**src/logic/mem_pkg.sv**
```systemverilog
// widths, region map, ram geometry and device offsets of the memory stage
// funct3 load/store encodings and region classification enums
package mem_pkg;

  // data and address width
  localparam int XLEN = 64;

  // ram region, 256 MB window
  localparam logic [XLEN-1:0] MEM_BASE = 64'h0000_0000_8000_0000;
  localparam logic [XLEN-1:0] MEM_SIZE = 64'h0000_0000_1000_0000;

  // device region, 4 KB window
  localparam logic [XLEN-1:0] DEV_BASE = 64'h0000_0000_2000_0000;
  localparam logic [XLEN-1:0] DEV_SIZE = 64'h0000_0000_0000_1000;

  // backing store, indexed by addr[11:3]
  // upper ram-region addresses alias onto it
  localparam int RAM_AW    = 9;
  localparam int RAM_WORDS = 1 << RAM_AW;

  // device register map, offset inside the 4 KB window
  localparam int DEV_OFF_W = 12;
  // free-running cycle counter, read only
  localparam logic [DEV_OFF_W-1:0] DEV_MTIME_OFF   = 12'h000;
  // general purpose read/write word
  localparam logic [DEV_OFF_W-1:0] DEV_SCRATCH_OFF = 12'h008;

  // load funct3, stores only look at bits [1:0]
  typedef enum logic [2:0] {
    F3_B  = 3'b000,
    F3_H  = 3'b001,
    F3_W  = 3'b010,
    F3_D  = 3'b011,
    F3_BU = 3'b100,
    F3_HU = 3'b101,
    F3_WU = 3'b110
  } funct3_e;

  // address decode result
  typedef enum logic [1:0] {
    REG_NONE = 2'd0,
    REG_MEM  = 2'd1,
    REG_DEV  = 2'd2
  } region_e;

endpackage

```
**src/logic/mem_bus_if.sv**
```systemverilog
// word-aligned access bus between the memory unit and one storage target
`timescale 1ns/100ps

interface mem_bus_if;
  import mem_pkg::*;

  // level strobe, high for the one cycle of the access
  logic            en;
  // 1 = store, 0 = load
  logic            wen;
  // byte address, low 3 bits always zero
  logic [XLEN-1:0] word_addr;
  // one bit per byte lane
  logic [7:0]      wstrb;
  // store data already moved into its lanes
  logic [XLEN-1:0] wdata;
  // raw word, combinational from the target
  logic [XLEN-1:0] rdata;

  modport master (
    output en, wen, word_addr, wstrb, wdata,
    input  rdata
  );

  modport target (
    input  en, wen, word_addr, wstrb, wdata,
    output rdata
  );

endinterface

```
**src/logic/devices.sv**
```systemverilog
// device block: free-running mtime counter and one scratch register
`timescale 1ns/100ps

module devices (
  input  logic       clk,
  input  logic       i_rst_n,
  mem_bus_if.target  bus
);
  import mem_pkg::*;

  logic [XLEN-1:0]      mtime;
  logic [XLEN-1:0]      scratch;
  logic [DEV_OFF_W-1:0] offset;
  logic                 scratch_wr;

  // register select inside the 4 KB window
  assign offset = bus.word_addr[DEV_OFF_W-1:0];

  // only scratch accepts writes
  assign scratch_wr = bus.en & bus.wen & (offset == DEV_SCRATCH_OFF);

  // combinational read mux, holes read 0
  always_comb begin
    case (offset)
      DEV_MTIME_OFF:   bus.rdata = mtime;
      DEV_SCRATCH_OFF: bus.rdata = scratch;
      default:         bus.rdata = '0;
    endcase
  end

  // cycle counter, +1 every edge out of reset
  always_ff @(posedge clk or negedge i_rst_n) begin
    if (!i_rst_n) begin
      mtime <= '0;
    end else begin
      mtime <= mtime + 64'd1;
    end
  end

  // scratch, lane merge on strobed write
  always_ff @(posedge clk or negedge i_rst_n) begin
    if (!i_rst_n) begin
      scratch <= '0;
    end else if (scratch_wr) begin
      for (int b = 0; b < 8; b++) begin
        if (bus.wstrb[b]) begin
          scratch[8*b +: 8] <= bus.wdata[8*b +: 8];
        end
      end
    end
  end

  // master must hand over a doubleword-aligned address
  a_word_aligned : assert property (
    @(posedge clk) disable iff (!i_rst_n)
    bus.en |-> (bus.word_addr[2:0] == 3'b000)
  ) else $error("devices: unaligned word address on device bus");

endmodule

```
**src/flat_wrapper.sv**
```systemverilog
// flat-port wrapper written by rule: the top's interface ports become plain ports
module devices_flat import mem_pkg::*;
  (clk, i_rst_n, bus_en, bus_wen, bus_word_addr, bus_wstrb, bus_wdata, bus_rdata);
  mem_bus_if bus_i ();
  input  logic clk;
  input  logic i_rst_n;
  input wire logic [$bits(bus_i.en)-1:0] bus_en;
  input wire logic [$bits(bus_i.wen)-1:0] bus_wen;
  input wire logic [$bits(bus_i.word_addr)-1:0] bus_word_addr;
  input wire logic [$bits(bus_i.wstrb)-1:0] bus_wstrb;
  input wire logic [$bits(bus_i.wdata)-1:0] bus_wdata;
  output wire logic [$bits(bus_i.rdata)-1:0] bus_rdata;
  assign bus_i.en = bus_en;
  assign bus_i.wen = bus_wen;
  assign bus_i.word_addr = bus_word_addr;
  assign bus_i.wstrb = bus_wstrb;
  assign bus_i.wdata = bus_wdata;
  assign bus_rdata = bus_i.rdata;
  devices u_core (.clk(clk), .i_rst_n(i_rst_n), .bus(bus_i));
endmodule
```
**config.mk**
```make
export PLATFORM = sky130hd
export DESIGN_NAME = devices_flat
export DESIGN_NICKNAME = d
export VERILOG_FILES = /design/src/logic/mem_pkg.sv /design/src/logic/mem_bus_if.sv /design/src/logic/devices.sv /design/src/flat_wrapper.sv
export SDC_FILE = /design/constraint.sdc
export NUM_CORES = 1
export LEC_CHECK = 0
export ABC_AREA = 1
export CORE_AREA = 2 2 113 115
export DETAILED_ROUTE_END_ITERATION = 16
export DIE_AREA = 0 0 115 117
export DONT_BUFFER_PORTS = 1
export PLACE_DENSITY = 0.79
export SLEW_MARGIN = 20
export SYNTH_ARGS = -nofsm -noshare
export SYNTH_HDL_FRONTEND = slang
export SYNTH_SLANG_ARGS = --single-unit
export TNS_END_PERCENT = 20
```
**constraint.sdc**
```tcl
create_clock -name clk -period 1.7 [get_ports clk]
set_input_delay 0.085 -clock clk [delete_from_list [all_inputs] [get_ports clk]]
set_output_delay 0.085 -clock clk [all_outputs]
set_load 0.05 [all_outputs]
```
==> summary.md <==
| Metric | Value |
|---|---|
| Post-Synthesis Cell Area | `between 6000 and 7000 um2` |
| Number of DRC markers after the initial detailed-route iteration | `~1100` |
| Detailed-router iteration count before antenna repair | `6` |
| Largest net degree at the start of global routing | `between 100 and 150` |
| Number of vias per cell after detailed routing | `around 6` |
| Area growth from synthesis to layout | `33.44%` |
| Root Driver | `sky130_fd_sc_hd__clkbuf_16` |
| VDD IR max | `0.8403 mV` |
| Post-DR wirelength/cell | `roughly 20 um` |
| Average cell area after synthesis | `just over 7 um2` |
| CORE AREA | `roughly 12000 um2` |
| RR Endpoint | `u_core.mtime[48]` |
| Height of the chip | `approximately 120 um` |
| Clock net sink count | `128` |
| Startpoint of the worst-slack reg-to-reg timing path | `u_core.mtime[0]` |
| Count of max-cap constraint violations | `0` |
| Final global-route overflow total | `0` |
| Antenna viol nets, final | `0` |
| GRT Resource Usage Total | `0.3983` |
| Total clock buffers created by CTS | `17` |
| Global-route wire length before repair | `slightly below 40000 um` |
| Worst-skew pair later-pin latency | `0.43 ns` |
| CP max FO | `6` |
| Starting density of the core | `0.5646` |
| Count of state elements after synthesis | `roughly 130` |
| Final-report max-slew violation count | `0` |
| Min cycle time layout | `roughly 1.6 ns` |
| Instance count after placement with tap cells included | `between 1000 and 1500` |
| Power per cell area | `~740 nW/um2` |
| CTS tree | `built` |
| Net Count, Synth | `1125` |
| Worst endpoint required time | `about 2.0 ns` |
| Number of nets in the layout | `between 1000 and 1500` |
| Most used flip-flop cell after synthesis | `sky130_fd_sc_hd__dfrtp_1` |
| Critical Path Sink Type | `register` |
| Fill cells | `800` |
| Most used cells in the layout excluding fill and tap cells | `sky130_fd_sc_hd__nand2_1, sky130_fd_sc_hd__inv_1, sky130_fd_sc_hd__dfrtp_1, sky130_fd_sc_hd__nor2_1, sky130_fd_sc_hd__nand3_1` |
| Max-slew headroom at the worst pin | `0.7604` |
| Number of instances in the synthesized netlist | `984` |
| EDFF count, synth | `0` |
| Type of the worst setup path | `reg2reg` |
| Yosys warning count | `0` |
| CTS Hold Bufs | `64` |
| R2r setup slk | `between 0.06 and 0.07 ns` |
| Proportion of register bits with asynchronous set or reset after synthesis | `1.000` |
| Detailed-route via count | `about 7800` |
| Reg2Reg Depth | `12` |
| Buffers from clock root to sink, at most | `2` |
| Die width | `around 120 um` |
| Number of cells in the finished layout apart from fillers | `~1300` |
| Leakage | `approximately 4.2 nW` |
| Weighted congestion at the end of routability-driven global placement | `0.9723` |
| Number of setup violations in the final report | `0` |
| Sequential area share after synthesis | `0.4608` |
| Placed wire-length estimate after detailed placement | `16030 um` |
| Number of placement rows | `approximately 40` |
| Worst path setup slack after routing | `approximately 0.07 ns` |
| Worst Path Arrival | `about 2 ns` |
| Violations in the final reports | `negative hold slack` |
| RSZ-0062 raised after global routing | `yes` |
| Via count of the first global-routing pass | `~7500` |
| Run status | `complete, but fails checks` |
| Number of antenna violations at the first check in global routing | `0` |
| Slew at the pin closest to its max-slew limit | `between 0.3 and 0.4 ns` |
| Total power draw | `between 6 and 7 mW` |
| Final hold violation count | `roughly 130` |
| Wire length after detailed routing | `26450 um` |
| Most frequent standard cell in the layout excluding fill and tap cells | `sky130_fd_sc_hd__nand2_1` |
| Post-Route Hold Slack | `-0.6441 ns` |
| Max Clock Freq | `between 600 and 700 MHz` |
| I/O pin count | `204` |
| Worst clock skew on the final layout | `around 0.014 ns` |
| Startpoint type of the worst setup path | `register` |
| Post-layout instance area | `a little over 9000 um2` |
| Buffers on Ports | `0` |
| Final critical-path share of the clock period | `0.9594` |
| Post-place setup slack | `-0.01003 ns` |
| Share of post-route cells with drive strength above 1 | `0.1364` |
| Synth unique cells | `19` |
| Full die area | `13460 um2` |
| Total cell area at the placement stage | `7998 um2` |
| H-Tree Level Count | `4` |
| DRC violations left | `0` |
| Path class of the lowest-slack min-delay path | `in2async` |
| Clock-pin slew on the worst setup and hold paths | `about 0.060 ns` |
==> kinds of logic after synthesis <==
group	share of synthesized area
adders and majority gates	0.001800
buffers and inverters	0.08711
and+or+nand+nor	0.3148
DFF	0.4608
AOI/OAI and AO/OA	0.09647
xor gates and xnor gates	0.03906
==> synthesized netlist by cell type (2+ instances only) <==
| cell type | n | area share |
|---|---|---|
| sky130_fd_sc_hd__nand3_1 | 90 | 0.065 |
| sky130_fd_sc_hd__clkbuf_1 | 14 | 0.0076 |
| sky130_fd_sc_hd__nand3b_1 | 2 | 0.0022 |
| sky130_fd_sc_hd__o21ai_1 | 7 | 0.0050 |
| sky130_fd_sc_hd__xnor2_1 | 4 | 0.0050 |
| sky130_fd_sc_hd__inv_1 | 128 | 0.069 |
| sky130_fd_sc_hd__buf_1 | 8 | 0.0043 |
| sky130_fd_sc_hd__nor2_2 | 4 | 0.0036 |
| sky130_fd_sc_hd__nand4_1 | 16 | 0.014 |
| sky130_fd_sc_hd__o21ai_0 | 127 | 0.091 |
| sky130_fd_sc_hd__buf_2 | 7 | 0.0050 |
| sky130_fd_sc_hd__nor2_1 | 126 | 0.068 |
| sky130_fd_sc_hd__xor2_1 | 27 | 0.034 |
| sky130_fd_sc_hd__nand2_1 | 292 | 0.16 |
| sky130_fd_sc_hd__dfrtp_1 | 128 | 0.46 |
==> cell type report <==
| class | instances | area [um2] | area share |
|---|---|---|---|
| inverter | 128 | 480.5 | 0.05179 |
| multi-input combinational | 698 | 3209 | 0.3460 |
| tap | 150 | 187.7 | 0.02023 |
| antenna | 1 | 2.502 | 0.0002698 |
| clock inverter | 13 | 131.4 | 0.01416 |
| sequential | 128 | 3203 | 0.3453 |
| clock buffer | 18 | 439.2 | 0.04734 |
| timing repair buffer | 166 | 1623 | 0.1749 |
==> through the flow <==
step | utilization | hold slack [ns] | TNS, ns
floorplan | - | -0.2106 | -18.48
global placement | 0.6496 | -0.2086 | 0
detailed placement | 0.6496 | -0.2086 | -0.01003
CTS | 0.7482 | -0.6531 | 0
global route | 0.7533 | -0.6527 | -0.3222
finish | 0.7535 | -0.6441 | 0
==> per-layer routing <==
layer	track usage	share of wire
met1	0.5088	0.36
met2	0.6318	0.46
met3	0.09681	0.13
met4	0.2145	0.056
met5	0	0
==> power breakdown <==
| part | leakage [nW] | switching, mW | internal [mW] |
|---|---|---|---|
| Sequential | 1.77 | 0.00148 | 3.05 |
| Clock | 0.264 | 1.54 | 2.07 |
| Combinational | 2.16 | 0.0890 | 0.118 |
| Total | 4.19 | 1.63 | 5.23 |
==> registers in the layout, indices dropped and copies added (netlist names) <==
register	flops
u_core.mtime	64
u_core.scratch	64
==> timing repair <==
item | 4_1_cts | 5_1_grt
gates resized for setup | 2 | 25
setup buffers | 0 | 0
endpoints found under the setup margin | 2 | 38
pin swaps | 0 | 2
hold endpoints to repair | 192 | 128
==> worst max path at each step <==
stage                            startpoint  cells after the start  slack, ns                to
after floorplan           bus_word_addr[11]                      7      -0.37      bus_rdata[0]
after global placement      u_core.mtime[0]                     12       0.05  u_core.mtime[48]
after detailed placement    u_core.mtime[0]                     10      -0.01  u_core.mtime[56]
after CTS                   u_core.mtime[0]                     10      0.007  u_core.mtime[52]
after global routing        u_core.mtime[1]                     12      -0.06  u_core.mtime[48]
final                       u_core.mtime[0]                     12       0.07  u_core.mtime[48]
==> critical path, stage by stage (launching register included) <==
cell and delay (ns):
sky130_fd_sc_hd__dfrtp_1 0.35, sky130_fd_sc_hd__ha_2 0.19, sky130_fd_sc_hd__nand2_1 0.05, sky130_fd_sc_hd__nor2_1 0.09
sky130_fd_sc_hd__buf_4 0.14, sky130_fd_sc_hd__nand2_2 0.09, sky130_fd_sc_hd__nor2_2 0.13, sky130_fd_sc_hd__buf_6 0.14
sky130_fd_sc_hd__nand2_2 0.10, sky130_fd_sc_hd__inv_1 0.09, sky130_fd_sc_hd__nand2_1 0.05, sky130_fd_sc_hd__nand2_1 0.06
sky130_fd_sc_hd__nand2_1 0.06
(Power assumes the default switching activity.)
