--- src/logic/mem_pkg.sv ---
// widths, region map, ram geometry and device offsets of the memory stage
// funct3 load/store encodings and region classification enums
package mem_pkg;

  // data and address width
  localparam int XLEN = 64;

  // ram region, 256 MB window
  localparam logic [XLEN-1:0] MEM_BASE = 64'h0000_0000_8000_0000;
  localparam logic [XLEN-1:0] MEM_SIZE = 64'h0000_0000_1000_0000;

  // device region, 4 KB window
  localparam logic [XLEN-1:0] DEV_BASE = 64'h0000_0000_2000_0000;
  localparam logic [XLEN-1:0] DEV_SIZE = 64'h0000_0000_0000_1000;

  // backing store, indexed by addr[11:3]
  // upper ram-region addresses alias onto it
  localparam int RAM_AW    = 9;
  localparam int RAM_WORDS = 1 << RAM_AW;

  // device register map, offset inside the 4 KB window
  localparam int DEV_OFF_W = 12;
  // free-running cycle counter, read only
  localparam logic [DEV_OFF_W-1:0] DEV_MTIME_OFF   = 12'h000;
  // general purpose read/write word
  localparam logic [DEV_OFF_W-1:0] DEV_SCRATCH_OFF = 12'h008;

  // load funct3, stores only look at bits [1:0]
  typedef enum logic [2:0] {
    F3_B  = 3'b000,
    F3_H  = 3'b001,
    F3_W  = 3'b010,
    F3_D  = 3'b011,
    F3_BU = 3'b100,
    F3_HU = 3'b101,
    F3_WU = 3'b110
  } funct3_e;

  // address decode result
  typedef enum logic [1:0] {
    REG_NONE = 2'd0,
    REG_MEM  = 2'd1,
    REG_DEV  = 2'd2
  } region_e;

endpackage

--- src/logic/mem_bus_if.sv ---
// word-aligned access bus between the memory unit and one storage target
`timescale 1ns/100ps

interface mem_bus_if;
  import mem_pkg::*;

  // level strobe, high for the one cycle of the access
  logic            en;
  // 1 = store, 0 = load
  logic            wen;
  // byte address, low 3 bits always zero
  logic [XLEN-1:0] word_addr;
  // one bit per byte lane
  logic [7:0]      wstrb;
  // store data already moved into its lanes
  logic [XLEN-1:0] wdata;
  // raw word, combinational from the target
  logic [XLEN-1:0] rdata;

  modport master (
    output en, wen, word_addr, wstrb, wdata,
    input  rdata
  );

  modport target (
    input  en, wen, word_addr, wstrb, wdata,
    output rdata
  );

endinterface

--- src/logic/mem_unit.sv ---
// memory stage decoder: region decode, alignment fault, lane strobes
// and load extension, driving the ram and device buses
`timescale 1ns/100ps

module mem_unit (
  input  logic                     i_ena,
  input  logic                     i_ren,
  input  logic                     i_wen,
  input  logic [mem_pkg::XLEN-1:0] i_addr,
  input  logic [mem_pkg::XLEN-1:0] i_wdata,
  input  mem_pkg::funct3_e         i_funct3,
  output logic [mem_pkg::XLEN-1:0] o_rdata,
  output logic                     o_fault,
  mem_bus_if.master                ram_bus,
  mem_bus_if.master                dev_bus
);
  import mem_pkg::*;

  logic            active;
  region_e         region;
  logic [1:0]      width;
  logic [2:0]      lane;
  logic            misaligned;
  logic [7:0]      size_mask;
  logic            go;
  logic [XLEN-1:0] raw_word;
  logic [XLEN-1:0] shifted;
  logic [XLEN-1:0] load_ext;

  // any request at all this cycle
  assign active = i_ena & (i_ren | i_wen);
  // access size, 0=B 1=H 2=W 3=D
  assign width  = i_funct3[1:0];
  // byte offset inside the doubleword
  assign lane   = i_addr[2:0];

  // region match by masking off the window offset
  always_comb begin
    if ((i_addr & ~(MEM_SIZE - 64'd1)) == MEM_BASE) begin
      region = REG_MEM;
    end else if ((i_addr & ~(DEV_SIZE - 64'd1)) == DEV_BASE) begin
      region = REG_DEV;
    end else begin
      region = REG_NONE;
    end
  end

  // alignment check and unshifted lane mask per width
  always_comb begin
    case (width)
      2'd0: begin
        misaligned = 1'b0;
        size_mask  = 8'h01;
      end
      2'd1: begin
        misaligned = lane[0];
        size_mask  = 8'h03;
      end
      2'd2: begin
        misaligned = |lane[1:0];
        size_mask  = 8'h0f;
      end
      default: begin
        misaligned = |lane;
        size_mask  = 8'hff;
      end
    endcase
  end

  // faulting access neither reads nor writes
  assign o_fault = active & ((region == REG_NONE) | misaligned);
  assign go      = active & ~o_fault;

  // ram target
  assign ram_bus.en        = go & (region == REG_MEM);
  assign ram_bus.wen       = i_wen;
  assign ram_bus.word_addr = {i_addr[XLEN-1:3], 3'b000};
  assign ram_bus.wstrb     = size_mask << lane;
  assign ram_bus.wdata     = i_wdata << {lane, 3'b000};

  // device target, same request fields
  assign dev_bus.en        = go & (region == REG_DEV);
  assign dev_bus.wen       = i_wen;
  assign dev_bus.word_addr = {i_addr[XLEN-1:3], 3'b000};
  assign dev_bus.wstrb     = size_mask << lane;
  assign dev_bus.wdata     = i_wdata << {lane, 3'b000};

  // pick the decoded target, move addressed lanes to bit 0
  assign raw_word = (region == REG_DEV) ? dev_bus.rdata : ram_bus.rdata;
  assign shifted  = raw_word >> {lane, 3'b000};

  // sign or zero extension by funct3
  always_comb begin
    case (i_funct3)
      F3_B:    load_ext = {{56{shifted[7]}}, shifted[7:0]};
      F3_H:    load_ext = {{48{shifted[15]}}, shifted[15:0]};
      F3_W:    load_ext = {{32{shifted[31]}}, shifted[31:0]};
      F3_BU:   load_ext = {56'd0, shifted[7:0]};
      F3_HU:   load_ext = {48'd0, shifted[15:0]};
      F3_WU:   load_ext = {32'd0, shifted[31:0]};
      F3_D:    load_ext = shifted;
      default: load_ext = shifted;
    endcase
  end

  // zero unless a good load
  assign o_rdata = (go & i_ren) ? load_ext : '0;

endmodule

--- src/flat_wrapper.sv ---
// flat-port wrapper written by rule: the top's interface ports become plain ports
module mem_unit_flat import mem_pkg::*;
  (i_ena, i_ren, i_wen, i_addr, i_wdata, i_funct3, o_rdata, o_fault, ram_bus_en, ram_bus_wen, ram_bus_word_addr, ram_bus_wstrb, ram_bus_wdata, ram_bus_rdata, dev_bus_en, dev_bus_wen, dev_bus_word_addr, dev_bus_wstrb, dev_bus_wdata, dev_bus_rdata);
  mem_bus_if ram_bus_i ();
  mem_bus_if dev_bus_i ();
  input  logic i_ena;
  input  logic i_ren;
  input  logic i_wen;
  input  logic [mem_pkg::XLEN-1:0] i_addr;
  input  logic [mem_pkg::XLEN-1:0] i_wdata;
  input  mem_pkg::funct3_e i_funct3;
  output logic [mem_pkg::XLEN-1:0] o_rdata;
  output logic o_fault;
  output wire logic [$bits(ram_bus_i.en)-1:0] ram_bus_en;
  output wire logic [$bits(ram_bus_i.wen)-1:0] ram_bus_wen;
  output wire logic [$bits(ram_bus_i.word_addr)-1:0] ram_bus_word_addr;
  output wire logic [$bits(ram_bus_i.wstrb)-1:0] ram_bus_wstrb;
  output wire logic [$bits(ram_bus_i.wdata)-1:0] ram_bus_wdata;
  input wire logic [$bits(ram_bus_i.rdata)-1:0] ram_bus_rdata;
  output wire logic [$bits(dev_bus_i.en)-1:0] dev_bus_en;
  output wire logic [$bits(dev_bus_i.wen)-1:0] dev_bus_wen;
  output wire logic [$bits(dev_bus_i.word_addr)-1:0] dev_bus_word_addr;
  output wire logic [$bits(dev_bus_i.wstrb)-1:0] dev_bus_wstrb;
  output wire logic [$bits(dev_bus_i.wdata)-1:0] dev_bus_wdata;
  input wire logic [$bits(dev_bus_i.rdata)-1:0] dev_bus_rdata;
  assign ram_bus_en = ram_bus_i.en;
  assign ram_bus_wen = ram_bus_i.wen;
  assign ram_bus_word_addr = ram_bus_i.word_addr;
  assign ram_bus_wstrb = ram_bus_i.wstrb;
  assign ram_bus_wdata = ram_bus_i.wdata;
  assign ram_bus_i.rdata = ram_bus_rdata;
  assign dev_bus_en = dev_bus_i.en;
  assign dev_bus_wen = dev_bus_i.wen;
  assign dev_bus_word_addr = dev_bus_i.word_addr;
  assign dev_bus_wstrb = dev_bus_i.wstrb;
  assign dev_bus_wdata = dev_bus_i.wdata;
  assign dev_bus_i.rdata = dev_bus_rdata;
  mem_unit u_core (.i_ena(i_ena), .i_ren(i_ren), .i_wen(i_wen), .i_addr(i_addr), .i_wdata(i_wdata), .i_funct3(i_funct3), .o_rdata(o_rdata), .o_fault(o_fault), .ram_bus(ram_bus_i), .dev_bus(dev_bus_i));
endmodule
--- config.mk ---
export PLATFORM = sky130hd
export DESIGN_NAME = mem_unit_flat
export DESIGN_NICKNAME = d
export VERILOG_FILES = /design/src/logic/mem_pkg.sv /design/src/logic/mem_bus_if.sv /design/src/logic/mem_unit.sv /design/src/flat_wrapper.sv
export SDC_FILE = /design/constraint.sdc
export NUM_CORES = 1
export LEC_CHECK = 0
export BUFFER_PORTS_ARGS = -buffer_cell sky130_fd_sc_hd__buf_4
export CORE_AREA = 2 2 233 235
export DETAILED_ROUTE_END_ITERATION = 16
export DIE_AREA = 0 0 235 237
export PLACE_DENSITY = 0.39
export SYNTH_ARGS = -nofsm -noshare
export SYNTH_HDL_FRONTEND = slang
export SYNTH_SLANG_ARGS = --single-unit
--- constraint.sdc ---
create_clock -name vclk -period 9.45
set_input_delay 1.4175 -clock vclk [all_inputs]
set_output_delay 1.4175 -clock vclk [all_outputs]
set_load 0.01 [all_outputs]
==> implementation parameters, run 1 <==
Parameter                              Value

Routing
  Total via count in the routed design ... 9013
  Initial DRC count ... 518
  Final wirelength ... 46200 um
  Number of search-and-repair iterations in the first detailed-routing pass ... 5
  Count of antenna-violating nets left after detailed routing ... 0
  DRC Markers ... 0
  Routed vias/inst ... 4.51
  Average wire per standard cell ... 23.1 um

Floorplanning
  Boundary pin count ... 603
  Die area ... 0.0557 mm2
  Starting Density ... 13.4%
  Vertical die dimension ... 237 um
  Die width ... 235 um
  Area inside the core boundary ... 0.0533 mm2
  Number of rows created at floorplan ... 85

Cells and area
  Share of final-layout standard cells stronger than drive strength 1 ... 52.5%
  Filler instances ... between 6000 and 7000
  Combined area of the multi-input logic cells ... 0.00521 mm2
  Flip-flop and latch count ... 0
  Flip-flop and latch area ... 0 um2
  Final antenna diode count ... 0
  Area Growth Syn to Fin ... 47.7%
  Final-layout clock buffer total ... 0
  Nets@finish ... 1568

Synth
  Post-Syn Area ... 0.00712 mm2
  Most frequent cells after synthesis ... 204 x buf_4, 95 x mux2i_1, 91 x nand2_1
  Cell count after synthesis ... between 1000 and 1500
  Largest area contributor in the netlist ... buf_4
  Dominant cells by area after synthesis ... buf_4 22%, mux2i_1 13%, mux4_2 10%, a21oi_1 6.2%, nand2_1 4.8%
  Count leader, synth ... buf_4
  Post-Synthesis Mean Instance Area ... 7.06 um2
  Synth cell types ... 48
  Area fraction of the dominant cell type after synthesis ... a little over a fifth
  Part of the Yosys area used for sequential elements ... 0%
  YS warnings ... 0

Outcome
  Run status ... complete, no violations

CTS
  Buffer count from post-CTS setup fixing ... 0
  Hold buffer count at cts ... 0
  Post-cts repair resize count ... 0

Critical path
  Critical path buffer and inverter count ... 4
  Worst path most repeated cell ... buf_4
  Crit path DAT ... 5.24 ns
  CP startpoint kind ... input pin
  Type of the worst setup path ... in -> out
  Cell family contributing the most delay on the critical path ... buffers and inverters
  Crit Path Max Fanout ... 48
  Worst-path cell chain ... buf_4 > clkinv_2 > nor2_2 > a21oi_1 > mux2i_1 > and3_1 > a211oi_4 > buf_4 > a311oi_1 > buf_4
  Category of the worst setup path capture point ... output pin
  CP required ... 8.03 ns
  Maximum cell stage delay along the critical path ... 0.91 ns
  CP max-delay cell ... nor2_2

Pwr
  Peak supply drop ... ~0.000021 V
  Cell leakage power ... 0.00487 uW
  Power density of the placed cells ... between 40 and 50 mW/mm2

Placed design
  Half-perimeter wire length of the detailed placement result ... ~37000 um
  Worst slack after detailed placement ... 2.51 ns
  Final RePlAce weighted congestion ... 0.853
  IO Port Bufs ... 570

Timing
  Worst-case hold slack ... 2.84 ns
  Rel. slew slack ... between 20 and 30%
  Final hold viol count ... 0
  Count of endpoints failing setup in the final report ... 0
  Post-layout minimum cycle time ... 6.65 ns
  Number of max-slew violations in the final report ... 0
  Slew at the pin closest to its max-slew limit ... 1.12 ns
  Unrepaired setup endpoints after global routing ... false
  Highest clock rate ... 150 MHz
  TNS Setup ... 0 ns
  Fraction of the cycle the final worst path needs ... 70.4%
  Final worst setup slack ... 2.80 ns

Flow run
  Max-cap violations ... 0

GRT
  Initial antenna violation count ... 3
  Via count of the first global-routing pass ... 9100
  Leftover overflow at the end of global routing ... 0
  Largest net degree at the start of global routing ... 65
  Overall track demand over capacity in global routing ... between 10% and 20%
  First-pass GRT wire length ... 64500 um

Hold path
  Classification of the worst-slack hold path ... in -> out
==> per-stage QoR <==
step / cells / total power, uW / cell area [um2] / util, %
after floorplan: 1013 / 294 / 7140 / -
after global placement: 2000 / 507 / 10500 / 19.7
after detailed placement: 2000 / 508 / 10500 / 19.7
after CTS: 2000 / 510 / 10500 / 19.7
after global routing: 2000 / 540 / 10500 / 19.7
final: 2000 / 504 / 10500 / 19.7
==> layout make-up <==
cell class                      count  area share [%]
Multi-Input combinational cell    707            49.5
Timing Repair Buffer              585            41.8
Tap cell                          696            8.28
Inverter                           12           0.440
==> where the power goes <==
group	total [uW]	internal, uW	switching, uW	leakage [uW]
combinational	504	238	266	0.00487
clock	0	0	0	0
sequential	0	0	0	0
==> logic make-up (layout without fill, tap and decap cells) <==
kind of cell,Yosys count,after routing,synth area share (%)
buf+inv,306,597,27.8
simple gates,260,260,16.9
compound gates,282,282,26.4
other cells,1,6,0.0527
mux,159,159,28.9
==> final timing paths <==
check                  from                    to  slack (ns)  cells past startpoint
setup / recovery  i_addr[0]           o_rdata[61]        2.80                     10
hold / removal    i_addr[4]  dev_bus_word_addr[4]        2.84                      0
==> cell usage in the layout, fill, tap and decap left out, drive strengths merged, types with 14 or more instances in the layout <==
cell type  netlist  layout
a211oi          17      17
mux4            33      33
mux2i           96      96
mux2            30      30
a311oi          31      31
a21oi           88      88
o21ai           47      47
nor2            78      78
and2            24      24
buf            231     585
nand2           92      92
o22ai           31      31
o211ai          14      14
nor4            20      20
a221oi          24      24
==> metal layers <==
metal | wire [um] | share of wire [%] | GRT usage (%)
met4 | 1110 | 2.4 | 3.03
met2 | 23100 | 50 | 27.6
met3 | 3610 | 7.8 | 3.25
met5 | 49 | 0.11 | 0
met1 | 18400 | 40 | 18.7
Note: power is estimated with default switching activity, not from simulation.
==> inputs of run 2 (changes only) <==
- PLACE_DENSITY: 0.39 -> 0.4
- clock period: 9.45 -> 5.5 ns (I/O delays scaled with it)
==> run 2 against run 1 <==
  * Cell count increased by 0.95%
  * Die area stayed put
  * First-iteration DRC count is 11% higher
  * Largest cell class unchanged
  * Flip-flop and latch count is the same
  * Via count increased by 1.5%
  * Total power rose by 75%
  * Design area rose by 1.5%
  * Highest routed layer unchanged
==> implementation parameters, run 2 (same netlist as run 1, synthesis figures left out) <==
Parameter                              Value

Critical path
  CP required ... 4.68 ns
  Worst-path cell chain ... buf_4 > nor4_2 > nand4_1 > or4_4 > mux2i_1 > a311oi_1 > a211oi_4 > buf_12 > a311oi_1 > buf_4
  Crit path DAT ... 4.24 ns
  Crit Path Max Fanout ... 48
  Critical path buffer and inverter count ... 3
  CP max-delay cell ... or4_4
  Maximum cell stage delay along the critical path ... 0.81 ns
  Type of the worst setup path ... in -> out
  CP Depth ... 10
  CP startpoint kind ... input pin
  Category of the worst setup path capture point ... output pin
  Cell family contributing the most delay on the critical path ... simple AND/OR/NAND/NOR gates

Timing
  Unrepaired setup endpoints after global routing ... false
  Slew at the pin closest to its max-slew limit ... 1.07 ns
  Highest clock rate ... slightly below 200 MHz
  Number of max-slew violations in the final report ... 0
  Rel. slew slack ... ~29%
  Count of endpoints failing setup in the final report ... 0
  Fraction of the cycle the final worst path needs ... approximately 92%
  Final hold viol count ... 0
  Post-layout minimum cycle time ... 5.07 ns
  TNS Setup ... 0 ns

Floorplanning
  Vertical die dimension ... 237 um
  Boundary pin count ... 603
  Area inside the core boundary ... approximately 0.053 mm2
  Number of rows created at floorplan ... 85
  Starting Density ... between 10% and 20%
  Die width ... 235 um
  Die area ... 0.0557 mm2

Pwr
  Peak supply drop ... between 0.00003 and 0.00004 V
  Power density of the placed cells ... 82.5 mW/mm2
  Cell leakage power ... 0.00495 uW

Cells and area
  Final-layout clock buffer total ... 0
  Share of final-layout standard cells stronger than drive strength 1 ... between 50% and 60%
  Commonest cells after routing, fill and taps aside ... 596 x buf_4, 95 x mux2i_1, 90 x nand2_1
  Filler instances ... approximately 6000
  Flip-flop and latch count ... 0
  Area Growth Syn to Fin ... 49.9%
  Nets@finish ... around 1600
  Number of standard cells in the layout, taps in and fillers out ... 2019
  Most common cell after layout, fill and taps aside ... buf_4
  Flip-flop and latch area ... 0 um2

Routing
  Initial DRC count ... roughly 580
  Number of search-and-repair iterations in the first detailed-routing pass ... 5
  Final wirelength ... 47600 um
  DRC Markers ... 0
  Total via count in the routed design ... 9145
  Routed vias/inst ... 4.53
  Average wire per standard cell ... about 24 um
  Count of antenna-violating nets left after detailed routing ... 0

CTS
  Buffer count from post-CTS setup fixing ... 0
  Post-cts repair resize count ... 0
  Hold buffer count at cts ... 0

GRT
  Overall track demand over capacity in global routing ... 15.7%
  Initial antenna violation count ... 9
  Leftover overflow at the end of global routing ... 0
  First-pass GRT wire length ... 65400 um
  Via count of the first global-routing pass ... 8991
  Largest net degree at the start of global routing ... 79

Flow run
  Max-cap violations ... 0

Hold path
  Worst hold path depth ... 0
  Worst Hold Launch ... i_addr[6]
  Classification of the worst-slack hold path ... in -> out
  Hold Path End ... dev_bus_word_addr[6]

Placed design
  Half-perimeter wire length of the detailed placement result ... 39400 um
  Number of cells in the design after placement ... 2014
  Final RePlAce weighted congestion ... 0.905
  IO Port Bufs ... 570

Outcome
  Run status ... complete, no violations
run 2: cell types whose count changed in the layout (fill, tap and decap cells not counted):
cell | previous run | this run
buf_12 | 0 | 3
buf_4 | 585 | 596
diode_2 | 0 | 5
run 2: cell type report:
cell class	count	area (um2)	area share (%)
diodes	5	12.5	0.117
inverters	12	46.3	0.434
multi-input cells	707	5210	48.8
well taps	696	871	8.16
repair buffers	599	4530	42.5
run 2: stage by stage:
step           power (uW)  utilization [%]  hold slack (ns)  area, um2  worst slack, ns
2_1_floorplan         505                -             1.74       7140             1.46
3_3_place_gp          888             20.0             1.65      10700            0.416
3_5_place_dp          885             20.0             1.65      10700            0.328
4_1_cts               889             20.0             1.65      10700            0.313
5_1_grt               941             20.0             1.65      10700            0.263
6_report              881             20.0             1.65      10700            0.434
run 2: how the worst max path moves through the flow:
stage	to	start	slack, ns
2_1_floorplan	o_rdata[51]	i_addr[14]	1.46
3_3_place_gp	o_rdata[33]	i_addr[28]	0.42
3_5_place_dp	o_rdata[33]	i_addr[28]	0.33
4_1_cts	o_rdata[33]	i_addr[28]	0.31
5_1_grt	o_rdata[33]	i_addr[28]	0.26
6_report	o_rdata[33]	i_addr[28]	0.43
run 2: layer usage:
metal / vias to the layer above / wire [um] / GRT usage, %
met1: 4437 / 18700 / 18.5
met5: - / 70 / 0
met4: 10 / 1010 / 3.03
met2: 502 / 24200 / 29.1
met3: 49 / 3650 / 3.59
li1: 4147 / - / -
run 2: power breakdown:
group / internal (uW) / total [uW] / switching [uW]
sequential: 0 / 0 / 0
combinational: 414 / 881 / 466
clock: 0.0000551 / 0.0000551 / 0
